===== src/rtl/spmm_pkg.sv =====
package spmm_pkg;

    // matrix order and element width
    localparam int N = 8;
    localparam int W = 8;

    // rows moved per load beat and per output beat
    localparam int ROWS_PER_BEAT = 4;
    localparam int BEATS = N / ROWS_PER_BEAT;

    localparam int IDX_W = $clog2(N);
    // pointers run 0..N inclusive, so one bit more than an index
    localparam int PTR_W = IDX_W + 1;
    localparam int BEAT_W = (BEATS > 1) ? $clog2(BEATS) : 1;

    typedef logic [W-1:0] data_t;
    typedef logic [IDX_W-1:0] idx_t;
    typedef logic [PTR_W-1:0] ptr_t;
    typedef logic [BEAT_W-1:0] beat_t;

    // sparse lhs as it arrives on the top ports (csr-like)
    typedef struct packed {
        data_t [N-1:0] data;
        idx_t [N-1:0] col;
        ptr_t [N-1:0] row_ptr;
    } sparse_packet_t;

    // four rows of N elements, used for rhs load and result output
    typedef struct packed {
        data_t [ROWS_PER_BEAT-1:0][N-1:0] row;
    } rhs_beat_t;

    // packet after row-pointer decode, broadcast to every PE
    typedef struct packed {
        logic valid;
        data_t [N-1:0] data;
        idx_t [N-1:0] col;
        logic [N-1:0] seg_start;
        idx_t [N-1:0] row_last;
        logic [N-1:0] row_empty;
    } sparse_job_t;

    // one column of B
    typedef struct packed {
        data_t [N-1:0] elem;
    } rhs_column_t;

    // one output column, one sum per row
    typedef struct packed {
        logic valid;
        data_t [N-1:0] row_sum;
    } result_column_t;

    typedef enum logic [1:0] {
        RHS_EMPTY,
        RHS_LOAD,
        RHS_HELD
    } rhs_state_t;

    typedef enum logic [1:0] {
        DRAIN_IDLE,
        DRAIN_WAIT,
        DRAIN_FULL,
        DRAIN_SEND
    } drain_state_t;

endpackage


===== src/rtl/result_drain.sv =====
module result_drain import spmm_pkg::*; (
    input logic clock,
    input logic reset,
    input result_column_t results [N],
    input logic job_accept,
    input logic out_start,
    output logic busy,
    output logic out_ready,
    output logic out_valid,
    output beat_t out_beat,
    output rhs_beat_t out_data
);

    drain_state_t drain_state;
    // beat currently on the output
    beat_t send_beat;
    // row-major copy of the result, [row][col]
    data_t [N-1:0][N-1:0] result_buf;
    logic capture;

    // all PEs share timing, column 0 speaks for the array
    assign capture = (drain_state == DRAIN_WAIT) && results[0].valid;

    always_ff @(posedge clock or posedge reset) begin
        if (reset) begin
            drain_state <= DRAIN_IDLE;
            send_beat <= '0;
        end else begin
            case (drain_state)
                DRAIN_IDLE: begin
                    // claim the drain as soon as the feeder takes a job
                    if (job_accept) begin
                        drain_state <= DRAIN_WAIT;
                    end
                end
                DRAIN_WAIT: begin
                    if (capture) begin
                        drain_state <= DRAIN_FULL;
                    end
                end
                DRAIN_FULL: begin
                    if (out_start) begin
                        drain_state <= DRAIN_SEND;
                        send_beat <= '0;
                    end
                end
                DRAIN_SEND: begin
                    if (send_beat == beat_t'(BEATS - 1)) begin
                        drain_state <= DRAIN_IDLE;
                    end else begin
                        send_beat <= send_beat + beat_t'(1);
                    end
                end
                default: begin
                    drain_state <= DRAIN_IDLE;
                end
            endcase
        end
    end

    // transpose columns into rows on capture
    always_ff @(posedge clock) begin
        if (capture) begin
            for (int r = 0; r < N; r++) begin
                for (int c = 0; c < N; c++) begin
                    result_buf[r][c] <= results[c].row_sum[r];
                end
            end
        end
    end

    assign busy = (drain_state != DRAIN_IDLE);
    assign out_ready = (drain_state == DRAIN_FULL);
    assign out_valid = (drain_state == DRAIN_SEND);
    assign out_beat = send_beat;

    // rows 4*beat .. 4*beat+3
    always_comb begin
        for (int i = 0; i < ROWS_PER_BEAT; i++) begin
            out_data.row[i] = result_buf[ROWS_PER_BEAT * send_beat + i];
        end
    end

endmodule


===== config.mk =====
export PLATFORM = sky130hd
export DESIGN_NAME = result_drain
export DESIGN_NICKNAME = d
export VERILOG_FILES = /design/src/rtl/spmm_pkg.sv /design/src/rtl/result_drain.sv
export SDC_FILE = /design/constraint.sdc
export NUM_CORES = 1
export LEC_CHECK = 0
export BUFFER_PORTS_ARGS = -buffer_cell sky130_fd_sc_hd__buf_2
export CAP_MARGIN = 20
export CORE_AREA = 2 2 302 304
export DETAILED_ROUTE_END_ITERATION = 6
export DIE_AREA = 0 0 304 306
export GPL_ROUTABILITY_DRIVEN = 0
export GPL_TIMING_DRIVEN = 1
export PLACE_DENSITY_LB_ADDON = 0.08
export SYNTH_ARGS = -nofsm -noshare
export SYNTH_HDL_FRONTEND = slang
export SYNTH_SLANG_ARGS = --single-unit

===== constraint.sdc =====
create_clock -name clock -period 14.5 [get_ports clock]
set_input_delay 2.9 -clock clock [delete_from_list [all_inputs] [get_ports clock]]
set_output_delay 2.9 -clock clock [all_outputs]
set_load 0.01 [all_outputs]

==> flow_summary.json <==
{
  "synth_top_cell_by_area": "edfxtp_1",
  "cts_sinks": 515,
  "ys_warn_count": 0,
  "dieArea_mm2": 0.0930,
  "final_nets": 2173,
  "crit_path_end_kind": "output pin",
  "clk_latency_ns": 0.62,
  "initial_utilization": 0.209,
  "r2r_end": "result_buf[395]",
  "r2r_slack_ns": 11.04,
  "drive_gt1_frac": 0.653,
  "crit_required_ns": 11.60,
  "numPortBuffers": 776,
  "post_cts_buffers": 0,
  "synth_compound_area_frac": 0.00221,
  "die_h_um": 306,
  "hold_start": "drain_state[1]",
  "yosys.area_share.xor_xnor": 0,
  "synth_fa_ha_area_frac": 0.00335,
  "syn_area_mm2": 0.0187,
  "final.period_utilization": 0.419,
  "drt_first_pass_iters": 4,
  "cts_tree": "done",
  "startpoint_type": "flop",
  "path_clk_slew_ns": 0.05,
  "drt_iter0_markers": 368,
  "fin_ws_ns": 8.42,
  "ioPinCount": 784,
  "min_path_cells": 1,
  "overflow": 0,
  "drv_slew": 0,
  "hold_buffers": 0,
  "finalHoldViolCount": 0,
  "leakage_nw": 9.96,
  "synth_top_family_by_area": "multiplexers",
  "grt_pass1_vias": 11700,
  "min-delay-path-class": "flop to flop",
  "reg2reg_from": "drain_state[1]",
  "vias": 10800,
  "slew_headroom": 0.275,
  "vias_per_cell": 3.76,
  "grt_max_degree": 183,
  "holdPathEnd": "drain_state[1]",
  "status": "finished, final reports clean",
  "coreArea_mm2": 0.0896,
  "peakVddDrop_mv": 0.137,
  "path_class": "flop to output pin",
  "rsz0062_at_grt": "no",
  "syn-num-nets": 1350,
  "fmax_ghz": 0.164,
  "layout.cells.most_common_list": "buf_2 (776), edfxtp_1 (512), mux2_2 (232)",
  "cts_resized": 0,
  "drt-wirelength-per-cell_um": 20.1,
  "ys_seq_elements": 515,
  "period_needed_ns": 6.08,
  "syn_inst": 821,
  "synth_area_leaders": "edfxtp_1 (82%), mux2_2 (14%), mux2_1 (1.5%), buf_4 (0.48%), buf_2 (0.43%)",
  "synth_cell_type_count": 17,
  "synth_area_per_cell_um2": 22.8,
  "yosysTopAreaCellShare": 0.823,
  "reg2reg_depth": 7,
  "pwr_density_cell_mw_per_mm2": 184,
  "syn_to_final_growth_pct": 39.6,
  "setup_tns_ns": 0,
  "htree_levels": 3,
  "drv_cap": 0,
  "pre_cts_ws_ns": 8.21,
  "die_x_um": 304,
  "cts_max_path_buffers": 3,
  "yosys.area_share.simple": 0.00154,
  "nFillCells": 9110,
  "cts_buffers": 67,
  "ant_nets": 0,
  "grt_usage": 0.121,
  "wl_um": 57800,
  "antenna_found_initial": 49,
  "finClkSkew_ns": 0.0176,
  "remaining_drc_errors": 0,
  "yosysSeqAreaShare": 0.827,
  "grt_pass1_wl_um": 80700,
  "hpwl_um": 42300,
  "critPathMaxFanout": 62,
  "synthMuxAreaShare": 0.155,
  "rows": 110,
  "total_power_mw": 4.80,
  "worstPathArrival_ns": 3.18,
  "tightest_slew_ns": 1.09,
  "cts_root_buf": "clkbuf_16",
  "final_common_cell": "buf_2",
  "setup_viol": 0
}
## registers in the layout (all words and copies together), names as in the netlist
| name | flops |
|---|---|
| out_beat | 1 |
| result_buf | 512 |
| drain_state | 2 |
## critical path, cell delays in order, from the launching register on
cell and delay, ns:
dfrtp_4 0.98, buf_4 0.79, mux2_2 0.46, buf_2 0.15
## layout make-up
cell class / instances / area, um2 / area share
clock inverters: 29 / 243 / 0.00930
inverters: 6 / 22.5 / 0.000863
multi-input cells: 271 / 3040 / 0.117
repair buffers: 783 / 4010 / 0.154
diodes: 17 / 42.5 / 0.00163
clock buffers: 83 / 1800 / 0.0690
flip-flops and latches: 515 / 15500 / 0.592
well taps: 1176 / 1470 / 0.0564
## metal layers
layer / track usage / wire (um) / vias up
met5: 0 / 379 / -
met4: 0.0428 / 1490 / 56
met3: 0.0800 / 7320 / 155
met2: 0.216 / 30000 / 527
met1: 0.109 / 18600 / 5135
li1: - / - / 4955
## cell families after synthesis
family          count (synthesis)
compound gates                  3
fa+ha+maj                       5
buf+inv                        35
flops                         515
mux                           258
simple gates                    5
## worst max-delay path by stage
| stage | startpoint | endpoint | slack [ns] |
|---|---|---|---|
| floorplan | results[519] | result_buf[0] | 4.88 |
| global placement | results[519] | result_buf[131] | 8.30 |
| detailed placement | results[519] | result_buf[131] | 8.21 |
| CTS | out_beat | out_data[248] | 8.21 |
| global route | out_beat | out_data[248] | 8.16 |
| finish | out_beat | out_data[143] | 8.42 |
## synth_stat cells
master,count
buf_2,16
ha_1,5
dfrtp_1,3
inv_2,1
o21a_1,1
mux2_1,25
a31oi_1,1
nor2b_1,3
buf_6,1
a2111oi_4,1
mux2_2,232
buf_4,12
inv_1,5
nor2_1,1
mux2i_1,1
and2_1,1
edfxtp_1,512
## power breakdown
part	total, mW	internal, mW	leakage (nW)	switching (mW)
clock network	1.55	0.929	0.988	0.625
logic	1.22	0.544	4.25	0.679
registers	2.02	1.94	4.73	0.0819
total	4.80	3.41	9.96	1.39
## stage by stage
step / cells / utilization / instance area [um2] / hold WS [ns]
6_report: 2880 / 0.291 / 26100 / 0.581
5_1_grt: 2873 / 0.291 / 26100 / 0.636
4_1_cts: 2861 / 0.290 / 26000 / 0.579
3_5_place_dp: 2749 / 0.267 / 23900 / 0.565
3_3_place_gp: 2749 / 0.267 / 23900 / 0.547
2_1_floorplan: 821 / - / 18700 / 0.512
Note: power is estimated with default switching activity, not from simulation.
