### config.mk
export PLATFORM = sky130hd
export DESIGN_NAME = operand_feeder
export DESIGN_NICKNAME = d
export VERILOG_FILES = /design/src/rtl/spmm_pkg.sv /design/src/rtl/operand_feeder.sv
export SDC_FILE = /design/constraint.sdc
export NUM_CORES = 1
export LEC_CHECK = 0
export CAP_MARGIN = 20
export CORE_AREA = 2 2 400 402
export DETAILED_ROUTE_END_ITERATION = 6
export DIE_AREA = 0 0 402 404
export DONT_BUFFER_PORTS = 1
export GPL_ROUTABILITY_DRIVEN = 0
export GPL_TIMING_DRIVEN = 1
export PLACE_DENSITY = 0.3
export SYNTH_ARGS = -nofsm -noshare
export SYNTH_HDL_FRONTEND = slang
export SYNTH_SLANG_ARGS = --single-unit
### constraint.sdc
create_clock -name clock -period 29 [get_ports clock]
set_input_delay 1.45 -clock clock [delete_from_list [all_inputs] [get_ports clock]]
set_output_delay 1.45 -clock clock [all_outputs]
set_load 0.01 [all_outputs]
### src/rtl/spmm_pkg.sv
package spmm_pkg;

    // matrix order and element width
    localparam int N = 8;
    localparam int W = 8;

    // rows moved per load beat and per output beat
    localparam int ROWS_PER_BEAT = 4;
    localparam int BEATS = N / ROWS_PER_BEAT;

    localparam int IDX_W = $clog2(N);
    // pointers run 0..N inclusive, so one bit more than an index
    localparam int PTR_W = IDX_W + 1;
    localparam int BEAT_W = (BEATS > 1) ? $clog2(BEATS) : 1;

    typedef logic [W-1:0] data_t;
    typedef logic [IDX_W-1:0] idx_t;
    typedef logic [PTR_W-1:0] ptr_t;
    typedef logic [BEAT_W-1:0] beat_t;

    // sparse lhs as it arrives on the top ports (csr-like)
    typedef struct packed {
        data_t [N-1:0] data;
        idx_t [N-1:0] col;
        ptr_t [N-1:0] row_ptr;
    } sparse_packet_t;

    // four rows of N elements, used for rhs load and result output
    typedef struct packed {
        data_t [ROWS_PER_BEAT-1:0][N-1:0] row;
    } rhs_beat_t;

    // packet after row-pointer decode, broadcast to every PE
    typedef struct packed {
        logic valid;
        data_t [N-1:0] data;
        idx_t [N-1:0] col;
        logic [N-1:0] seg_start;
        idx_t [N-1:0] row_last;
        logic [N-1:0] row_empty;
    } sparse_job_t;

    // one column of B
    typedef struct packed {
        data_t [N-1:0] elem;
    } rhs_column_t;

    // one output column, one sum per row
    typedef struct packed {
        logic valid;
        data_t [N-1:0] row_sum;
    } result_column_t;

    typedef enum logic [1:0] {
        RHS_EMPTY,
        RHS_LOAD,
        RHS_HELD
    } rhs_state_t;

    typedef enum logic [1:0] {
        DRAIN_IDLE,
        DRAIN_WAIT,
        DRAIN_FULL,
        DRAIN_SEND
    } drain_state_t;

endpackage

### src/rtl/operand_feeder.sv
module operand_feeder import spmm_pkg::*; (
    input logic clock,
    input logic reset,
    input logic rhs_start,
    input rhs_beat_t rhs_data,
    input logic lhs_start,
    input sparse_packet_t lhs_packet,
    input logic busy,
    output logic rhs_ready,
    output logic lhs_ready,
    output sparse_job_t job,
    output rhs_column_t columns [N]
);

    rhs_state_t rhs_state;
    // next beat to write while loading
    beat_t load_beat;
    // last beat written, one more cycle before B counts as held
    logic load_done;
    logic rhs_accept;
    logic lhs_accept;
    logic rhs_write;
    beat_t write_beat;
    sparse_job_t job_next;

    // no new work while a job is in flight or the drain holds a result
    // job.valid covers the cycle before busy rises
    assign rhs_ready = (rhs_state != RHS_LOAD) && !busy && !job.valid;
    assign lhs_ready = (rhs_state == RHS_HELD) && !busy && !job.valid;

    assign rhs_accept = rhs_start && rhs_ready;
    // a load on the same edge wins, B must not change under a live job
    assign lhs_accept = lhs_start && lhs_ready && !rhs_accept;

    // beat 0 comes with the start edge, the rest follow back to back
    assign rhs_write = rhs_accept || ((rhs_state == RHS_LOAD) && !load_done);
    assign write_beat = rhs_accept ? beat_t'(0) : load_beat;

    always_ff @(posedge clock or posedge reset) begin
        if (reset) begin
            rhs_state <= RHS_EMPTY;
            load_beat <= '0;
            load_done <= 1'b0;
        end else begin
            case (rhs_state)
                RHS_EMPTY, RHS_HELD: begin
                    if (rhs_accept) begin
                        rhs_state <= RHS_LOAD;
                        load_beat <= beat_t'(1);
                        // single-beat matrix is complete on the start edge
                        load_done <= (BEATS == 1);
                    end
                end
                RHS_LOAD: begin
                    if (load_done) begin
                        rhs_state <= RHS_HELD;
                        load_done <= 1'b0;
                    end else begin
                        load_beat <= load_beat + beat_t'(1);
                        if (load_beat == beat_t'(BEATS - 1)) begin
                            load_done <= 1'b1;
                        end
                    end
                end
                default: begin
                    rhs_state <= RHS_EMPTY;
                end
            endcase
        end
    end

    // B store, kept column-wise so each PE gets its column directly
    always_ff @(posedge clock) begin
        if (rhs_write) begin
            for (int r = 0; r < ROWS_PER_BEAT; r++) begin
                for (int c = 0; c < N; c++) begin
                    columns[c].elem[ROWS_PER_BEAT * write_beat + r] <= rhs_data.row[r][c];
                end
            end
        end
    end

    // row-pointer decode, done here once instead of in every PE
    always_comb begin
        ptr_t prev_ptr;
        prev_ptr = '0;
        job_next = '0;
        job_next.valid = 1'b1;
        job_next.data = lhs_packet.data;
        job_next.col = lhs_packet.col;
        for (int r = 0; r < N; r++) begin
            // row r+1 starts where row r ends
            if (lhs_packet.row_ptr[r] < ptr_t'(N)) begin
                job_next.seg_start[idx_t'(lhs_packet.row_ptr[r])] = 1'b1;
            end
            // wraps for an empty leading row, masked by row_empty
            job_next.row_last[r] = idx_t'(lhs_packet.row_ptr[r] - ptr_t'(1));
            job_next.row_empty[r] = (lhs_packet.row_ptr[r] == prev_ptr);
            prev_ptr = lhs_packet.row_ptr[r];
        end
    end

    // job valid is a one-cycle strobe, payload held until the next job
    always_ff @(posedge clock or posedge reset) begin
        if (reset) begin
            job <= '0;
        end else if (lhs_accept) begin
            job <= job_next;
        end else begin
            job.valid <= 1'b0;
        end
    end

endmodule

==> flow_summary.ini, run 1 <==
[logic_synthesis]
mappedNetlistNets = 1569
ys_warn_count = 0
synth.largest_area_cell = edfxtp_1
yosys-top-cells-area = edfxtp_1 67%, dfrtp_1 15%, mux2_2 4.3%
yosys_register_bits = 645
synth_cell_types = 41
syn_inst = 1180
synth_ff_type = edfxtp_1
synth_edf_count = 512
synth_top_cell_area_share = 0.675
syn-cell-area_sq_um = 22800
async_reset_ff_frac = 0.206
avgSynthCellArea_sq_um = 19.3
ys_seq_area_frac = 0.821

[final_layout]
final_cells = 3355
nets = 1592
fillerInstances = 17100
seqCellArea_sq_um = 18700
fin_util = 0.176
drive_gt1_frac = 0.218
multiInputGateArea_sq_um = 3640
area_growth_pct = 21.8
fin_area_sq_um = 27800

[floorplan]
core-area_sq_um = 158000
initial_core_util = 0.144
die_height_microns = 404
row_count = 146
die_area_sq_um = 162000
pin_count = 1024
fp.dieW_microns = 402

[pwr]
vdd_ir_drop_max_mv = 0.0471
comb_power_share = 0.104
internal-power_w = 0.00196
power_leakage_nw = 9.45
power_w = 0.00284
p_seq_frac = 0.552
p_clk_frac = 0.344
swShare = 0.312
powerDensity_nw_per_um2 = 102
p_switching_w = 0.000889

[clock_tree]
worst_skew_pair.late_latency_ns = 0.70
ctsRootBufferMaster = clkbuf_16
cts_buffers = 77
cts_tree = yes
htree_levels = 3
cts-resized-gates = 0
cts.clk_slew.worst_paths_ns = 0.06
clock-sinks = 645
postCtsSetupBuffers = 0
clk_path_buf_depth = 3
cts_hold_buf = 0

[place]
dp.final_hpwl_microns = 71100
dpl_cell_area_sq_um = 25100
placedCellCount = 3195
portBuffers = 0

[critical_path]
cp_max_fo = 70
worstSetupEndpointType = flip-flop
cp-startpoint = load_beat$_DFFE_PP0P_
cp.arrival_ns = 4.60
critical_path_class = reg -> reg
required_ns = 29.29
reg2reg_from = load_beat$_DFFE_PP0P_
setup.worst_path.start_class = flip-flop
reg2reg_depth = 4

[sta]
final-setup-viol-count = 0
post-route-period-util = 0.149
tightest_slew_ns = 0.995
final-hold-violation-count = 0
max_freq_ghz = 0.232
relSlewSlack = 0.337
slew_viol_final = 0
rsz0062_at_grt = false
finClkSkew_ns = 0.0569
finalSetupTns_ns = 0
fin_crit_ns = 4.31

[route]
drcViolationCount = 0
drt_iter0_drc = 822
vias = 11200
first_pass_iters = 4
vias_per_cell = 3.34
wl_per_cell_microns = 27.2
ant_nets = 0
finalWirelength_microns = 91200

[run]
cap_viol_max_count = 0

[worst_hold_path]
min_delay_path_depth = 1
hold_class = reg -> reg
worstHoldStart = job[39]$_DFFE_PP0P_

[grt]
grtUsageTotal = 0.108
antenna_found_initial = 41
grt_max_degree = 134
grt_pass1_wl_microns = 118000
grt_pass1_vias = 11800
grt_overflow = 0

[run_status]
status = finished clean
[routing by layer]
layer  up-vias  share of wire  GRT usage  wire [microns]
met2       833           0.52      0.192           47500
met3       165           0.13     0.0616           12000
li1       4506              -          -               -
met1      5702           0.32      0.102           29200
met4        14          0.026     0.0401            2360
met5         -        0.00099          0              90
[cell usage in the layout, fill, tap and decap left out, types with 18 or more instances in the layout]
cell	count
edfxtp_1	512
inv_1	20
mux2_2	87
and3_1	64
dfrtp_1	132
nor2b_2	36
diode_2	18
clkbuf_16	78
clkbuf_1	19
nor2b_4	25
nand2_1	36
o21ai_0	33
xnor2_1	37
[per-stage QoR]
stage	hold slack, ns	setup slack, ns
2_1_floorplan	0.484	9.22
3_3_place_gp	0.514	24.20
3_5_place_dp	0.534	24.14
4_1_cts	0.500	24.43
5_1_grt	0.547	24.25
6_report	0.560	24.69
[area by class of cell]
type                    count  share of cell area
repair buffers             13             0.00469
clock buffers              99              0.0739
clock inverters            42              0.0185
flip-flops and latches    645               0.674
multi-input cells         445               0.131
diodes                     18             0.00162
inverters                  21             0.00293
well taps                2072              0.0934
[power by group through the flow]
stage          clock network, W  logic [W]  registers, W
6_report               0.000980   0.000296       0.00157
5_1_grt                 0.00105   0.000333       0.00159
4_1_cts                 0.00102   0.000311       0.00158
3_5_place_dp                  0   0.000312       0.00159
3_3_place_gp                  0   0.000300       0.00160
2_1_floorplan                 0   0.000245       0.00160
[worst paths after layout]
path / to / slack (ns)
setup / recovery: columns[364]$_DFFE_PP_ / 24.69
hold / removal: job[39]$_DFFE_PP0P_ / 0.56
setup reg to reg: columns[364]$_DFFE_PP_ / 24.69
hold reg to reg: job[39]$_DFFE_PP0P_ / 0.56
max in group asynchronous: job[58]$_DFFE_PP0P_ / 27.20
min in group asynchronous: job[87]$_DFFE_PP0P_ / 0.59
[synth_stat cells, drive strengths merged, types with 17 or more instances]
cell and number:
and3 65, nand2 36, xnor2 37, nor4b 17, buf 18, nor2b 74, edfxtp 512, clkbuf 51
inv 21, mux2 88, dfrtp 133, o21ai 34
[logic make-up after synthesis]
logic type,count (synthesis),share of synthesized area
flip-flops,645,0.821
AND/OR/NAND/NOR,240,0.0766
buffers and inverters,90,0.0205
multiplexers,89,0.0439
AO/OA/AOI/OAI,71,0.0198
XOR/XNOR,37,0.0142
adder cells (fa/ha/maj),8,0.00439
[flip-flops by register name, indices dropped and copies added, names as in the netlist]
signal	flops
load_done	1
rhs_state	2
job	129
load_beat	1
columns	512
[worst max-delay path: stages, from the launching register on]
cell,delay (ns)
dfrtp_4,0.92
and3_4,0.85
buf_4,0.65
buf_4,0.55
buf_4,0.77
Note: power is estimated with default switching activity, not from simulation.
==> inputs of run 2 (changes only) <==
==> constraint.sdc (replaced) <==
create_clock -name clock -period 4.3 [get_ports clock]
set_input_delay 0.215 -clock clock [delete_from_list [all_inputs] [get_ports clock]]
set_output_delay 0.215 -clock clock [all_outputs]
set_load 0.01 [all_outputs]
==> run 2 against run 1 <==
  * Via count rose by 15%
  * Flip-flop and latch count did not move
  * Sequential power rose to 6.7 times the previous value
  * Critical path depth rose by 2
  * Critical path type unchanged
==> flow_summary.ini, run 2 (synthesis results as in run 1) <==
[pwr]
vdd_ir_drop_max_mv = 0.281
swShare = 0.316
power_leakage_nw = 11.2
p_clk_frac = 0.341
p_seq_frac = 0.525
comb_power_share = 0.133
internal-power_w = 0.0137
p_switching_w = 0.00635
powerDensity_nw_per_um2 = 627

[grt]
grt_overflow = 0
grtUsageTotal = 0.114
grt_max_degree = 149
antenna_found_initial = 51
grt_pass1_vias = 14000
grt_pass1_wl_microns = 127000

[route]
wl_per_cell_microns = 25.6
finalWirelength_microns = 96100
ant_nets = 0
drcViolationCount = 0
vias_per_cell = 3.45
drt_iter0_drc = 1051
first_pass_iters = 5
vias = 13000

[sta]
final-hold-violation-count = 0
tightest_slew_ns = 1.02
layout_setup_ws_ns = 1.62
final-setup-viol-count = 0
max_freq_ghz = 0.373
fin_crit_ns = 2.68
relSlewSlack = 0.312
rsz0062_at_grt = false
finClkSkew_ns = 0.0333
post-route-period-util = 0.624
slew_viol_final = 0

[clock_tree]
ctsRootBufferMaster = clkbuf_16
cts.clk_slew.worst_paths_ns = 0.06
htree_levels = 3
cts-resized-gates = 0
clock-sinks = 645
cts_tree = yes
cts_buffers = 78
clk_path_buf_depth = 3
worst_skew_pair.late_latency_ns = 0.68

[worst_hold_path]
holdPathEnd = columns[376]$_DFFE_PP_
worstHoldStart = busy
hold_class = in -> reg
min_delay_path_depth = 2

[critical_path]
worstSetupEndpointType = flip-flop
slowest_stage = nor4b_2
r2r_slack_ns = 1.62
critical_path_class = reg -> reg
path_delay_family = buffers and inverters
crit_buf_inv = 3
crit_chain = nor4b_2, nand3b_1, buf_12, inv_1, a41oi_1, dlygate4sd3_1
reg2reg_depth = 6
cp.arrival_ns = 3.22
setup.worst_path.start_class = flip-flop
slowest_delay_ns = 0.68
reg2reg_from = rhs_state[0]$_DFFE_PP0P_
required_ns = 4.83
reg2reg_to = job[35]$_DFFE_PP0P_
cp_max_fo = 148

[place]
dp.final_hpwl_microns = 72000
portBuffers = 0
dpl_cell_area_sq_um = 25300
place_ws_ns = 1.77

[run_status]
status = finished clean

[final_layout]
fin_util = 0.203
area_growth_pct = 40.2
final_common_cell = edfxtp_1
drive_gt1_frac = 0.179
fin_area_sq_um = 32000
final_cell_mix = 512 x edfxtp_1, 394 x dlygate4sd3_1, 131 x dfrtp_1
largest_reg_flops = 512
nets = 1998

[floorplan]
row_count = 146
die_height_microns = 404
initial_core_util = 0.144
pin_count = 1024
die_area_sq_um = 162000
core-area_sq_um = 158000
fp.dieW_microns = 402

[run]
cap_viol_max_count = 0
run 2: cell count changes in the layout (fill, tap and decap cells not counted), sizes merged:
| cell | previous run | this run |
|---|---|---|
| buf | 13 | 24 |
| bufinv | 6 | 8 |
| clkbuf | 99 | 104 |
| clkinvlp | 6 | 1 |
| diode | 18 | 11 |
| dlygate4sd3 | 0 | 394 |
| inv | 25 | 28 |
run 2: metal layers:
| layer | vias to the layer above | track usage | wire (microns) |
|---|---|---|---|
| met3 | 209 | 0.0532 | 10400 |
| met2 | 864 | 0.205 | 49500 |
| met4 | 4 | 0.0431 | 3360 |
| li1 | 5319 | - | - |
| met5 | - | 0 | 23 |
| met1 | 6554 | 0.113 | 32800 |
run 2: area by class of cell:
class / instances / area (sq um)
clock buffer: 104 / 2100
sequential: 645 / 18700
multi-input combinational: 445 / 3650
inverter: 21 / 81.3
fill: 16900 / 126000
timing repair buffer: 418 / 4230
tap: 2072 / 2590
antenna: 11 / 27.5
clock inverter: 42 / 577
run 2: repair_timing:
| action | CTS | global route |
|---|---|---|
| endpoints found under the hold margin | 712 | 6 |
| buffers inserted | 0 | 0 |
| hold buffers | 393 | 1 |
run 2: power by group through the flow:
| stage | clock network [W] | registers, W | logic, W |
|---|---|---|---|
| 5_1_grt | 0.00738 | 0.0107 | 0.00296 |
| 2_1_floorplan | 0 | 0.0102 | 0.00167 |
| 6_report | 0.00685 | 0.0105 | 0.00268 |
| 3_5_place_dp | 0 | 0.0107 | 0.00234 |
| 4_1_cts | 0.00714 | 0.0106 | 0.00277 |
| 3_3_place_gp | 0 | 0.0107 | 0.00226 |
run 2: worst max path at each step:
stage	endpoint	slack (ns)	startpoint	depth (start not counted)
after floorplan	columns[0]$_DFFE_PP_	-0.94	rhs_state[1]$_DFFE_PP0P_	3
after global placement	columns[325]$_DFFE_PP_	1.80	rhs_state[0]$_DFFE_PP0P_	4
after detailed placement	columns[325]$_DFFE_PP_	1.77	rhs_state[0]$_DFFE_PP0P_	4
after CTS	job[35]$_DFFE_PP0P_	1.52	rhs_state[0]$_DFFE_PP0P_	6
after global routing	job[35]$_DFFE_PP0P_	1.30	rhs_state[0]$_DFFE_PP0P_	6
final	job[35]$_DFFE_PP0P_	1.62	rhs_state[0]$_DFFE_PP0P_	6
run 2: worst register-to-register path, cell delays in order (launching register included):
cell	delay, ns
dfrtp_1	0.48
nor4b_2	0.68
nand3b_1	0.26
buf_12	0.30
inv_1	0.15
a41oi_1	0.10
dlygate4sd3_1	0.58
run 2: through the flow:
step / hold WS [ns] / setup TNS (ns) / total power (W) / std cells
6_report: 0.0688 / 0 / 0.0201 / 3758
5_1_grt: 0.0441 / 0 / 0.0210 / 3753
4_1_cts: 0.000550 / 0 / 0.0205 / 3745
3_5_place_dp: 0.314 / 0 / 0.0130 / 3206
3_3_place_gp: 0.314 / 0 / 0.0130 / 3206
2_1_floorplan: 0.314 / -240.42 / 0.0119 / 1180
