**config.mk**
```make
export PLATFORM = sky130hd
export DESIGN_NAME = spmm_pe
export DESIGN_NICKNAME = d
export VERILOG_FILES = /design/src/rtl/spmm_pkg.sv /design/src/rtl/spmm_pe.sv
export SDC_FILE = /design/constraint.sdc
export NUM_CORES = 1
export LEC_CHECK = 0
export BUFFER_PORTS_ARGS = -buffer_cell sky130_fd_sc_hd__buf_4
export CAP_MARGIN = 10
export CORE_MARGIN = 8
export CORE_UTILIZATION = 50
export DETAILED_ROUTE_END_ITERATION = 16
export PLACE_DENSITY = 0.8
export SETUP_SLACK_MARGIN = 0.05
export SYNTH_ARGS = -nofsm -noshare
export SYNTH_HDL_FRONTEND = slang
export SYNTH_SLANG_ARGS = --single-unit
```
**constraint.sdc**
```tcl
create_clock -name clock -period 22 [get_ports clock]
set_input_delay 4.4 -clock clock [delete_from_list [all_inputs] [get_ports clock]]
set_output_delay 4.4 -clock clock [all_outputs]
set_load 0.01 [all_outputs]
```
**src/rtl/spmm_pkg.sv**
```systemverilog
package spmm_pkg;

    // matrix order and element width
    localparam int N = 8;
    localparam int W = 8;

    // rows moved per load beat and per output beat
    localparam int ROWS_PER_BEAT = 4;
    localparam int BEATS = N / ROWS_PER_BEAT;

    localparam int IDX_W = $clog2(N);
    // pointers run 0..N inclusive, so one bit more than an index
    localparam int PTR_W = IDX_W + 1;
    localparam int BEAT_W = (BEATS > 1) ? $clog2(BEATS) : 1;

    typedef logic [W-1:0] data_t;
    typedef logic [IDX_W-1:0] idx_t;
    typedef logic [PTR_W-1:0] ptr_t;
    typedef logic [BEAT_W-1:0] beat_t;

    // sparse lhs as it arrives on the top ports (csr-like)
    typedef struct packed {
        data_t [N-1:0] data;
        idx_t [N-1:0] col;
        ptr_t [N-1:0] row_ptr;
    } sparse_packet_t;

    // four rows of N elements, used for rhs load and result output
    typedef struct packed {
        data_t [ROWS_PER_BEAT-1:0][N-1:0] row;
    } rhs_beat_t;

    // packet after row-pointer decode, broadcast to every PE
    typedef struct packed {
        logic valid;
        data_t [N-1:0] data;
        idx_t [N-1:0] col;
        logic [N-1:0] seg_start;
        idx_t [N-1:0] row_last;
        logic [N-1:0] row_empty;
    } sparse_job_t;

    // one column of B
    typedef struct packed {
        data_t [N-1:0] elem;
    } rhs_column_t;

    // one output column, one sum per row
    typedef struct packed {
        logic valid;
        data_t [N-1:0] row_sum;
    } result_column_t;

    typedef enum logic [1:0] {
        RHS_EMPTY,
        RHS_LOAD,
        RHS_HELD
    } rhs_state_t;

    typedef enum logic [1:0] {
        DRAIN_IDLE,
        DRAIN_WAIT,
        DRAIN_FULL,
        DRAIN_SEND
    } drain_state_t;

endpackage

```
**src/rtl/spmm_pe.sv**
```systemverilog
module spmm_pe import spmm_pkg::*; (
    input logic clock,
    input logic reset,
    input sparse_job_t job,
    input rhs_column_t column,
    output result_column_t result
);

    data_t [N-1:0] prod_next;

    // stage 1, products plus segment info
    logic s1_valid;
    data_t [N-1:0] s1_prod;
    logic [N-1:0] s1_seg_start;
    idx_t [N-1:0] s1_row_last;
    logic [N-1:0] s1_row_empty;

    // segmented prefix over stage 1 products
    data_t [N-1:0] running;

    // stage 2, per-row sums
    logic s2_valid;
    data_t [N-1:0] s2_sum;

    // each nonzero picks B[col[k]] from this column
    // product kept mod 2^W
    always_comb begin
        for (int k = 0; k < N; k++) begin
            prod_next[k] = data_t'(job.data[k] * column.elem[job.col[k]]);
        end
    end

    // valid bits walk down the pipe
    always_ff @(posedge clock or posedge reset) begin
        if (reset) begin
            s1_valid <= 1'b0;
            s2_valid <= 1'b0;
        end else begin
            s1_valid <= job.valid;
            s2_valid <= s1_valid;
        end
    end

    always_ff @(posedge clock) begin
        if (job.valid) begin
            s1_prod <= prod_next;
            s1_seg_start <= job.seg_start;
            s1_row_last <= job.row_last;
            s1_row_empty <= job.row_empty;
        end
    end

    // running sum, restarts at every segment start
    // element 0 always starts a segment
    always_comb begin
        running[0] = s1_prod[0];
        for (int k = 1; k < N; k++) begin
            if (s1_seg_start[k]) begin
                running[k] = s1_prod[k];
            end else begin
                running[k] = running[k-1] + s1_prod[k];
            end
        end
    end

    // pick the sum at each row's last nonzero
    always_ff @(posedge clock) begin
        if (s1_valid) begin
            for (int r = 0; r < N; r++) begin
                if (s1_row_empty[r]) begin
                    s2_sum[r] <= '0;
                end else begin
                    s2_sum[r] <= running[s1_row_last[r]];
                end
            end
        end
    end

    assign result.valid = s2_valid;
    assign result.row_sum = s2_sum;

endmodule

```
==> results.txt, run 1 <==
----------------------------------------------------
[Timing]
  Setup TNS after final layout ... 0 ps
  Final setup fails ... 0
  Highest clock frequency the design can meet ... 0.08217 GHz
  Setup repair after global routing missed its margin ... no
  Relative max-transition margin ... 23.08%
  Part of the cycle the worst path needs ... 55.32%
  Final Slew Violations ... 0
  Fin. Hold Viols ... 0
  Final min period ... 12170 ps
  Worst hold margin ... 855.1 ps
  Final setup skew ... 18.12 ps
  Transition time at the pin with the least slew margin ... 1154 ps

[Floorplan]
  Initial cell density of the core ... 50.30%
  Row Count ... 78
  DIE WIDTH ... 229.0 µm
  I/O Pins ... 260
  Core Area ... 45090 µm²
  Area enclosed by the die boundary ... 52430 µm²
  Die height ... 229.0 µm

[Clock network]
  Number of buffers added to fix hold violations after cts ... 0
  Clock Latency Late Sink ... 450 ps
  Cts bufs inserted ... 17
  Clock-pin slew reported for the worst setup and hold paths after clock tree synthesis ... 70 ps
  Clock tree root buffer cell ... clkbuf_16
  CTS Buffer Depth ... 2
  Sinks on the clock net ... 169
  Number of H-tree branching levels ... 4
  Setup repair bufs after CTS ... 0
  # resized after CTS ... 0
  TritonCTS clock tree ... done

[Detailed routing]
  First-pass iteration count of the detailed router ... 5
  Post-DR vias/cell ... 6.229
  Antenna Violating Nets Remaining ... 0
  Post-route DRC violation count ... 0
  Total Routed Length ... 66600 µm
  Vias after detailed routing ... 17330
  Routed len/inst ... 23.93 µm
  Initial detailed-routing violation count ... 1459

[Global route]
  Largest net degree at the start of global routing ... 66
  Global route overflow ... 0
  Tot GR Track Use ... 24.95%
  Initial antenna violation count ... 4
  Vias in the first global route ... 18120
  First-pass GRT wire length ... 102700 µm

[Cells and area]
  Layout overhead on the synthesized area ... 12.81%
  Leading cell type in the layout, fill and taps excluded ... buf_4
  Net count of the finished layout ... 2645
  Proportion of layout cells with a drive suffix above 1 ... 25.85%
  Highest-count cells in the layout ignoring fill and taps ... buf_4, mux4_2, inv_1, nor2b_1, ha_1

[Logic synthesis]
  Main combinational cell family by area after synthesis ... multiplexers
  Post-synthesis xor/xnor area fraction ... 6.703%
  Synthesized area per cell ... 11.41 µm²
  Number of cells produced by synthesis ... 1987
  Number of flops mapped to enable cells by yosys ... 167
  Post-Synth Simple-Gate Area ... 10.89%
  Cell variety after synth ... 49
  Top FF cell, synth ... edfxtp_1
  Post-synthesis net count ... 2463
  Synthesis Warnings ... 0
  Share of synthesized area occupied by flip-flops and latches ... 22.33%
  Syn Std Cell Area ... 22680 µm²
  Arithmetic-cell share of the synthesized area counting full adders, half adders and majority gates ... 18.91%
  Total of flip-flops plus latches after synthesis ... 169
  Synth Area in Compound Gates ... 7.105%
  Async set or reset register ratio after synthesis ... 1.183%
  Multiplexer share of the synthesized area ... 28.49%

[Flow run]
  Number of maximum-capacitance violations ... 0

[Critical path]
  Most prevalent standard cell on the critical path ... ha_1
  Setup crit end kind ... flip-flop
  Biggest cell delay along the critical path ... 810 ps
  Worst Path Required ... 22180 ps
  Cell with the largest stage delay on the worst path ... o21ai_1
  Maximum fanout along the worst path ... 9
  WP data arrival ... 12350 ps
  Sort of element at the start of the critical path ... flip-flop
  Crit Path Class ... flip-flop to flip-flop

[Placement]
  Post-DP HPWL ... 53840 µm
  Weighted congestion at the end of routability-driven global placement ... 0.9446
  Number of input and output port buffers inserted ... 258

[Pwr]
  Worst supply voltage drop on vdd ... 0.08721 mV
  Power per unit of standard cell area ... 124.1 nW/µm²
  Leak pwr ... 10.61 nW

[Outcome]
  Status ... finished, final reports clean

[Min path]
  Path type of the worst min-delay path ... flip-flop to flip-flop

----------------------------------------------------
==> cell type report <==
class	instances	area, µm²
Fill cell	3711	19500
Multi-Input combinational cell	1488	16350
Sequential cell	169	5066
Timing Repair Buffer	264	1982
Inverter	229	859.6
Tap cell	600	750.7
Clock buffer	17	425.4
Clock inverter	15	146.4
Antenna cell	1	2.502
==> synthesized netlist by cell type, types with 2 or more instances <==
cell type  instances  area, µm²
a211oi_1          67      503.0
a21o_1            28      210.2
a21oi_1           66      330.3
a311oi_1           8      70.07
and2_1            17      106.4
buf_1             33      123.9
buf_2             16      80.08
clkbuf_1          51      191.4
dfrtp_1            2      50.05
edfxtp_1         167       5015
fa_1             103       2062
ha_1             178       2227
inv_1            228      855.8
mux2_2            20      225.2
mux2i_1           82      820.8
mux4_2           240       5405
nand2_1           48      180.2
nand2b_1          60      375.4
nand3_1            3      15.01
nand4_1            3      18.77
nor2_1           105      394.1
nor2b_1          206       1289
nor3_1             6      30.03
o2111ai_1          3      26.28
o211ai_1          14      105.1
o21a_1             2      15.01
o21ai_0           12      60.06
o21ai_1           22      110.1
o21bai_1          11      82.58
or3_1              2      12.51
or4b_2             2      20.02
xnor2_1          147       1287
xnor3_1            3      67.56
xor2_1            17      148.9
==> registers in the layout (all words and copies together) (netlist names) <==
register      cells
s1_row_empty      8
result           64
s2_valid          1
s1_prod          56
s1_valid          1
running           8
s1_seg_start      7
s1_row_last      24
==> per-stage QoR <==
| stage | std cells | util [%] | power [mW] | setup slack (ps) | cell area, µm² |
|---|---|---|---|---|---|
| 3_3_place_gp | 2750 | 55.47 | 2.730 | 10920 | 25010 |
| 5_1_grt | 2782 | 56.74 | 3.402 | 9561 | 25580 |
| 4_1_cts | 2782 | 56.74 | 3.146 | 10380 | 25580 |
| 3_5_place_dp | 2750 | 55.47 | 2.845 | 10450 | 25010 |
| 6_report | 2783 | 56.75 | 3.174 | 9830 | 25590 |
| 2_1_floorplan | 1987 | - | 2.226 | 12550 | 22680 |
==> logic make-up (layout without fill, tap and decap cells) <==
group | count (synthesis) | in the layout
other cells | 0 | 1
fa+ha+maj | 281 | 281
compound gates | 241 | 241
buf+inv | 330 | 525
mux | 343 | 343
xor+xnor | 168 | 168
flops | 169 | 169
simple gates | 455 | 455
==> per-layer routing <==
layer / global-route usage (%) / share of wire, % / up-vias
li1: - / - / 7599
met1: 29.26 / 36 / 8453
met2: 41.86 / 48 / 1053
met3: 7.342 / 11 / 221
met4: 11.60 / 4.7 / 8
met5: 0 / 0.083 / -
==> path summary, 6_finish.rpt <==
path / start / endpoint / slack [ps] / cells past startpoint
setup reg to reg: running[0] / result[7] / 9830 / 37
setup / recovery: running[0] / result[7] / 9830 / 37
max in group asynchronous: reset / s1_valid / 18080 / 2
hold reg to reg: s1_row_empty[4] / result[37] / 860 / 1
min in group asynchronous: reset / s2_valid / 3810 / 2
hold / removal: s1_row_empty[4] / result[37] / 860 / 1
==> report_power, final <==
part | total [mW] | leakage [nW] | switching (mW) | internal, mW
Combinational | 2.29 | 8.68 | 1.26 | 1.03
Clock | 0.288 | 0.282 | 0.137 | 0.151
Sequential | 0.592 | 1.65 | 0.101 | 0.491
==> worst max-delay path: cells and delay by family (launching register included) <==
family                   cells  cell delay (ps)
XOR/XNOR                     8             1340
AND/OR/NAND/NOR              5              330
flip-flops                   1              550
AO/OA/AOI/OAI               13             6270
buffers and inverters        3              340
adder cells (fa/ha/maj)      8             3050
(Power assumes the default switching activity.)
==> run 2: changes to the inputs <==
==> constraint.sdc (replaced) <==
create_clock -name clock -period 12.6 [get_ports clock]
set_input_delay 2.52 -clock clock [delete_from_list [all_inputs] [get_ports clock]]
set_output_delay 2.52 -clock clock [all_outputs]
set_load 0.01 [all_outputs]
==> run 2 against run 1 <==
Compared with the run above:
- non-clock buffer count rose by 2
- count of clock-buffer cells in the layout did not move
- sequential cell count did not move
- fmax rose by 3.9%
- clock skew fell by 7.0 ps
- combinational power rose by 75%
==> results.txt, run 2 (synthesis results as in run 1) <==
----------------------------------------------------
[Outcome]
  Status ... finished, final reports clean

[Global route]
  First-pass GRT wire length ... 102600 µm
  Largest net degree at the start of global routing ... 66
  Global route overflow ... 0
  Initial antenna violation count ... 7
  Vias in the first global route ... 18200
  Tot GR Track Use ... 24.96%

[Placement]
  Dpl cell area ... 25030 µm²
  Number of input and output port buffers inserted ... 258
  Post-DP HPWL ... 53990 µm
  Weighted congestion at the end of routability-driven global placement ... 0.9580

[Critical path]
  RR Startpoint ... running[0]
  Launch point of the critical path ... running[0]
  Worst Path Required ... 12790 ps
  Crit Path Class ... flip-flop to flip-flop
  Maximum fanout along the worst path ... 9
  Setup crit end kind ... flip-flop
  Biggest cell delay along the critical path ... 780 ps
  Slack of the worst reg-to-reg path ... 890 ps
  Termination of the worst setup path ... result[31]
  Cell with the largest stage delay on the worst path ... o21ai_1
  Reg-to-reg endpoint ... result[31]
  Most prevalent standard cell on the critical path ... ha_1
  FF-to-FF path depth ... 37
  Sort of element at the start of the critical path ... flip-flop
  WP data arrival ... 11900 ps

[Flow run]
  Number of maximum-capacitance violations ... 0

[Cells and area]
  Leading cell type in the layout, fill and taps excluded ... buf_4
  Max FFs per register ... 64
  Layout overhead on the synthesized area ... 12.89%
  Highest-count cells in the layout ignoring fill and taps ... buf_4, mux4_2, inv_1, nor2b_1, ha_1
  Proportion of layout cells with a drive suffix above 1 ... 25.92%
  Area of all placed cells without fillers ... 25600 µm²
  Area used by multi-input combinational logic ... 16350 µm²
  Utilization after layout ... 56.78%
  Fill cells ... 3754
  Net count of the finished layout ... 2647
  Sequential cell area ... 5066 µm²

[Clock network]
  Clock Latency Late Sink ... 450 ps
  CTS Buffer Depth ... 2
  Cts bufs inserted ... 17
  Clock tree root buffer cell ... clkbuf_16
  Number of buffers added to fix hold violations after cts ... 0
  Number of H-tree branching levels ... 4
  Sinks on the clock net ... 169
  TritonCTS clock tree ... done
  # resized after CTS ... 0
  Setup repair bufs after CTS ... 0
  Clock-pin slew reported for the worst setup and hold paths after clock tree synthesis ... 70 ps

[Timing]
  Final min period ... 11710 ps
  Setup TNS after final layout ... 0 ps
  Relative max-transition margin ... 21.92%
  Worst hold margin ... 820.8 ps
  Final setup skew ... 11.07 ps
  Fin. Hold Viols ... 0
  Transition time at the pin with the least slew margin ... 1139 ps
  Part of the cycle the worst path needs ... 92.95%
  Final setup fails ... 0
  Final Slew Violations ... 0
  Setup repair after global routing missed its margin ... no
  Highest clock frequency the design can meet ... 0.08539 GHz

[Floorplan]
  I/O Pins ... 260
  Row Count ... 78
  DIE WIDTH ... 229.0 µm
  Die height ... 229.0 µm
  Initial cell density of the core ... 50.30%
  Area enclosed by the die boundary ... 52430 µm²
  Core Area ... 45090 µm²

[Pwr]
  Power per unit of standard cell area ... 216.4 nW/µm²
  Leak pwr ... 10.62 nW
  Worst supply voltage drop on vdd ... 0.1703 mV
  Post-layout power ... 5.540 mW

[Min path]
  Path type of the worst min-delay path ... flip-flop to flip-flop

[Detailed routing]
  Vias after detailed routing ... 17370
  Initial detailed-routing violation count ... 1766
  First-pass iteration count of the detailed router ... 7
  Antenna Violating Nets Remaining ... 0
  Total Routed Length ... 66740 µm
  Post-DR vias/cell ... 6.237
  Post-route DRC violation count ... 0
  Routed len/inst ... 23.96 µm

----------------------------------------------------
## run 2: critical path, delay by kind of cell, from the launching register on
family                     cells  cell delay, ps
and+or+nand+nor                5             320
buffers and inverters          3             330
DFF                            1             540
adders and majority gates      8            2990
xor gates and xnor gates       8            1280
AOI/OAI and AO/OA             13            5960
## run 2: per-stage QoR
step,setup WS [ps],instances
2_1_floorplan,4254,1987
3_3_place_gp,1802,2752
3_5_place_dp,1319,2752
4_1_cts,1261,2784
5_1_grt,394.7,2784
6_report,888.6,2785
## run 2: area by class of cell
cell class,instances,area share [%]
multi-input combinational,1488,63.87
antenna,1,0.009774
tap,600,2.932
clock inverter,15,0.5815
timing repair buffer,266,7.799
clock buffer,17,1.662
sequential,169,19.79
inverter,229,3.357
## run 2: worst min-delay path by stage
stage | start | to | slack, ps | cells after the start
2_1_floorplan | s1_row_empty[1] | result[13] | 710 | 2
4_1_cts | s1_row_empty[5] | result[44] | 820 | 1
3_3_place_gp | s1_row_empty[4] | result[37] | 810 | 1
5_1_grt | s1_row_empty[2] | result[21] | 850 | 1
3_5_place_dp | s1_row_empty[5] | result[41] | 800 | 1
6_report | s1_row_empty[4] | result[37] | 820 | 1
## run 2: routing by layer
layer  global-route usage, %  part of all wire, %  up-vias
li1                        -                    -     7608
met1                   29.19                   36     8411
met2                   41.36                   48     1077
met3                   7.330                   10      262
met4                   12.95                  5.5       12
met5                       0                 0.12        -
## run 2: power by group
| group | internal (mW) | leakage, nW | switching (mW) |
|---|---|---|---|
| Sequential | 0.858 | 1.65 | 0.174 |
| Combinational | 1.81 | 8.69 | 2.19 |
| Clock | 0.264 | 0.283 | 0.246 |
==> run 3: changes to the inputs <==
--- a/config.mk
+++ b/config.mk
@@ -5,7 +5,7 @@
 export SDC_FILE = /design/constraint.sdc
 export NUM_CORES = 1
 export LEC_CHECK = 0
-export BUFFER_PORTS_ARGS = -buffer_cell sky130_fd_sc_hd__buf_4
+export BUFFER_PORTS_ARGS = -buffer_cell sky130_fd_sc_hd__buf_2
 export CAP_MARGIN = 10
 export CORE_MARGIN = 8
 export CORE_UTILIZATION = 50
==> run 3 against run 2 <==
Compared with the run above:
- first-iteration DRC count up 2.3%
- largest power group unchanged
- cell count is 0.47% higher
- critical endpoint unchanged
- total power shrank 0.94%
- hold slack improved by 14 ps
- via count grew 1.4%
- die area unchanged
- fmax is 2.6% lower
==> results.txt, run 3 (synthesis results as in run 1) <==
----------------------------------------------------
[Global route]
  Met3 GRT Util ... 8.492%
  Met1 Usage GRT ... 29.63%
  First-pass GRT wire length ... 103500 µm
  Initial antenna violation count ... 21
  Most utilized layer in the global route result ... met2
  Vias in the first global route ... 18280
  Largest net degree at the start of global routing ... 66
  Tot GR Track Use ... 25.29%
  Global routing usage on met2 ... 41.44%
  Global route overflow ... 0

[Clock network]
  Number of H-tree branching levels ... 4
  Cts bufs inserted ... 17
  Setup repair bufs after CTS ... 0
  Clock-pin slew reported for the worst setup and hold paths after clock tree synthesis ... 70 ps
  Clock tree root buffer cell ... clkbuf_16
  Number of buffers added to fix hold violations after cts ... 0
  Clock Latency Late Sink ... 450 ps
  CTS Buffer Depth ... 2
  Sinks on the clock net ... 169
  # resized after CTS ... 0
  TritonCTS clock tree ... done

[Critical path]
  Crit Path Class ... flip-flop to flip-flop
  RR Startpoint ... running[0]
  Cell with the largest stage delay on the worst path ... a21oi_1
  Setup crit end kind ... flip-flop
  Biggest cell delay along the critical path ... 870 ps
  FF-to-FF path depth ... 38
  Most prevalent standard cell on the critical path ... ha_1
  Maximum fanout along the worst path ... 9
  Launch point of the critical path ... running[0]
  WP data arrival ... 12210 ps
  Worst Path Required ... 12790 ps
  Sort of element at the start of the critical path ... flip-flop

[Timing]
  Final setup skew ... 12.32 ps
  Transition time at the pin with the least slew margin ... 1174 ps
  Fin. Hold Viols ... 0
  Highest clock frequency the design can meet ... 0.08319 GHz
  Final setup fails ... 0
  Setup repair after global routing missed its margin ... no
  Relative max-transition margin ... 19.47%
  Part of the cycle the worst path needs ... 95.40%
  Final min period ... 12020 ps
  Setup TNS after final layout ... 0 ps
  Final Slew Violations ... 0

[Pwr]
  Part of the power in the clock network ... 9.3%
  Internal cell power ... 2.884 mW
  Post-layout power ... 5.488 mW
  Worst supply voltage drop on vdd ... 0.1732 mV
  Leak pwr ... 10.39 nW
  Power per unit of standard cell area ... 219.6 nW/µm²
  Sequential share of power ... 18.8%
  Part of the power in combinational logic ... 71.9%
  Net switching power ... 2.604 mW
  Switching Share ... 47.44%

[Cells and area]
  Fill cells ... 3773
  Leading cell type in the layout, fill and taps excluded ... buf_2
  Max FFs per register ... 64
  Proportion of layout cells with a drive suffix above 1 ... 25.88%
  Area of all placed cells without fillers ... 24990 µm²
  Net count of the finished layout ... 2646
  Layout overhead on the synthesized area ... 10.19%
  Highest-count cells in the layout ignoring fill and taps ... buf_2, mux4_2, inv_1, nor2b_1, ha_1

[Detailed routing]
  Initial detailed-routing violation count ... 1806
  Antenna Violating Nets Remaining ... 0
  Vias after detailed routing ... 17610
  Post-route DRC violation count ... 0
  Total Routed Length ... 67760 µm
  Routed len/inst ... 24.22 µm
  Post-DR vias/cell ... 6.292
  First-pass iteration count of the detailed router ... 8

[Placement]
  Number of input and output port buffers inserted ... 258
  Dpl cell area ... 24380 µm²
  Weighted congestion at the end of routability-driven global placement ... 1.052
  Post-DP HPWL ... 53430 µm

[Floorplan]
  Die height ... 229.0 µm
  Area enclosed by the die boundary ... 52430 µm²
  Initial cell density of the core ... 50.30%
  DIE WIDTH ... 229.0 µm
  I/O Pins ... 260
  Core Area ... 45090 µm²
  Row Count ... 78

[Min path]
  Worst min-delay path startpoint ... s1_row_empty[4]
  Depth of the worst hold-timing path ... 1
  Path type of the worst min-delay path ... flip-flop to flip-flop

[Flow run]
  Number of maximum-capacitance violations ... 0

[Outcome]
  Status ... finished, final reports clean

----------------------------------------------------
-- run 3: final timing paths --
path	to	slack [ps]
setup / recovery	result[31]	580
hold reg to reg	result[33]	830
setup reg to reg	result[31]	580
hold / removal	result[33]	830
min in group asynchronous	s2_valid	1930
max in group asynchronous	s1_valid	10550
-- run 3: area by class of cell --
type	count	area, µm²	area share, %
Sequential cell	169	5066	20.27
Clock inverter	15	153.9	0.6158
Inverter	229	859.6	3.439
Tap cell	600	750.7	3.004
Multi-Input combinational cell	1488	16350	65.43
Clock buffer	17	425.4	1.702
Antenna cell	15	37.54	0.1502
Timing Repair Buffer	265	1346	5.387
-- run 3: worst max-delay path, delay by kind of cell (launching register included) --
kind                     cells  cell delay [ps]
flip-flops                   1              550
AND/OR/NAND/NOR              4              310
buffers and inverters        5              520
adder cells (fa/ha/maj)      8             2990
XOR/XNOR                     7             1210
AO/OA/AOI/OAI               14             6140
-- run 3: per-layer routing --
layer / wire [µm] / vias up / part of all wire [%]
met1: 23510 / 8432 / 35
met2: 31780 / 1229 / 47
met5: 146 / - / 0.22
li1: - / 7621 / -
met4: 3655 / 22 / 5.4
met3: 8674 / 301 / 13
-- run 3: through the flow --
stage | std cells | hold WS (ps) | setup slack [ps] | utilization [%]
2_1_floorplan | 1987 | 710.9 | 4254 | -
3_3_place_gp | 2751 | 805.9 | 1746 | 54.06
3_5_place_dp | 2751 | 804.3 | 1134 | 54.06
4_1_cts | 2783 | 825.9 | 1074 | 55.35
5_1_grt | 2792 | 833.2 | 55.72 | 55.40
6_report | 2798 | 834.6 | 579.8 | 55.43
-- run 3: power groups by stage --
stage	logic [mW]	registers (mW)	clock network [mW]
2_1_floorplan	2.92	0.965	0
3_5_place_dp	3.86	1.04	0
6_report	3.94	1.03	0.512
5_1_grt	4.29	1.05	0.538
4_1_cts	3.88	1.03	0.519
3_3_place_gp	3.68	1.03	0
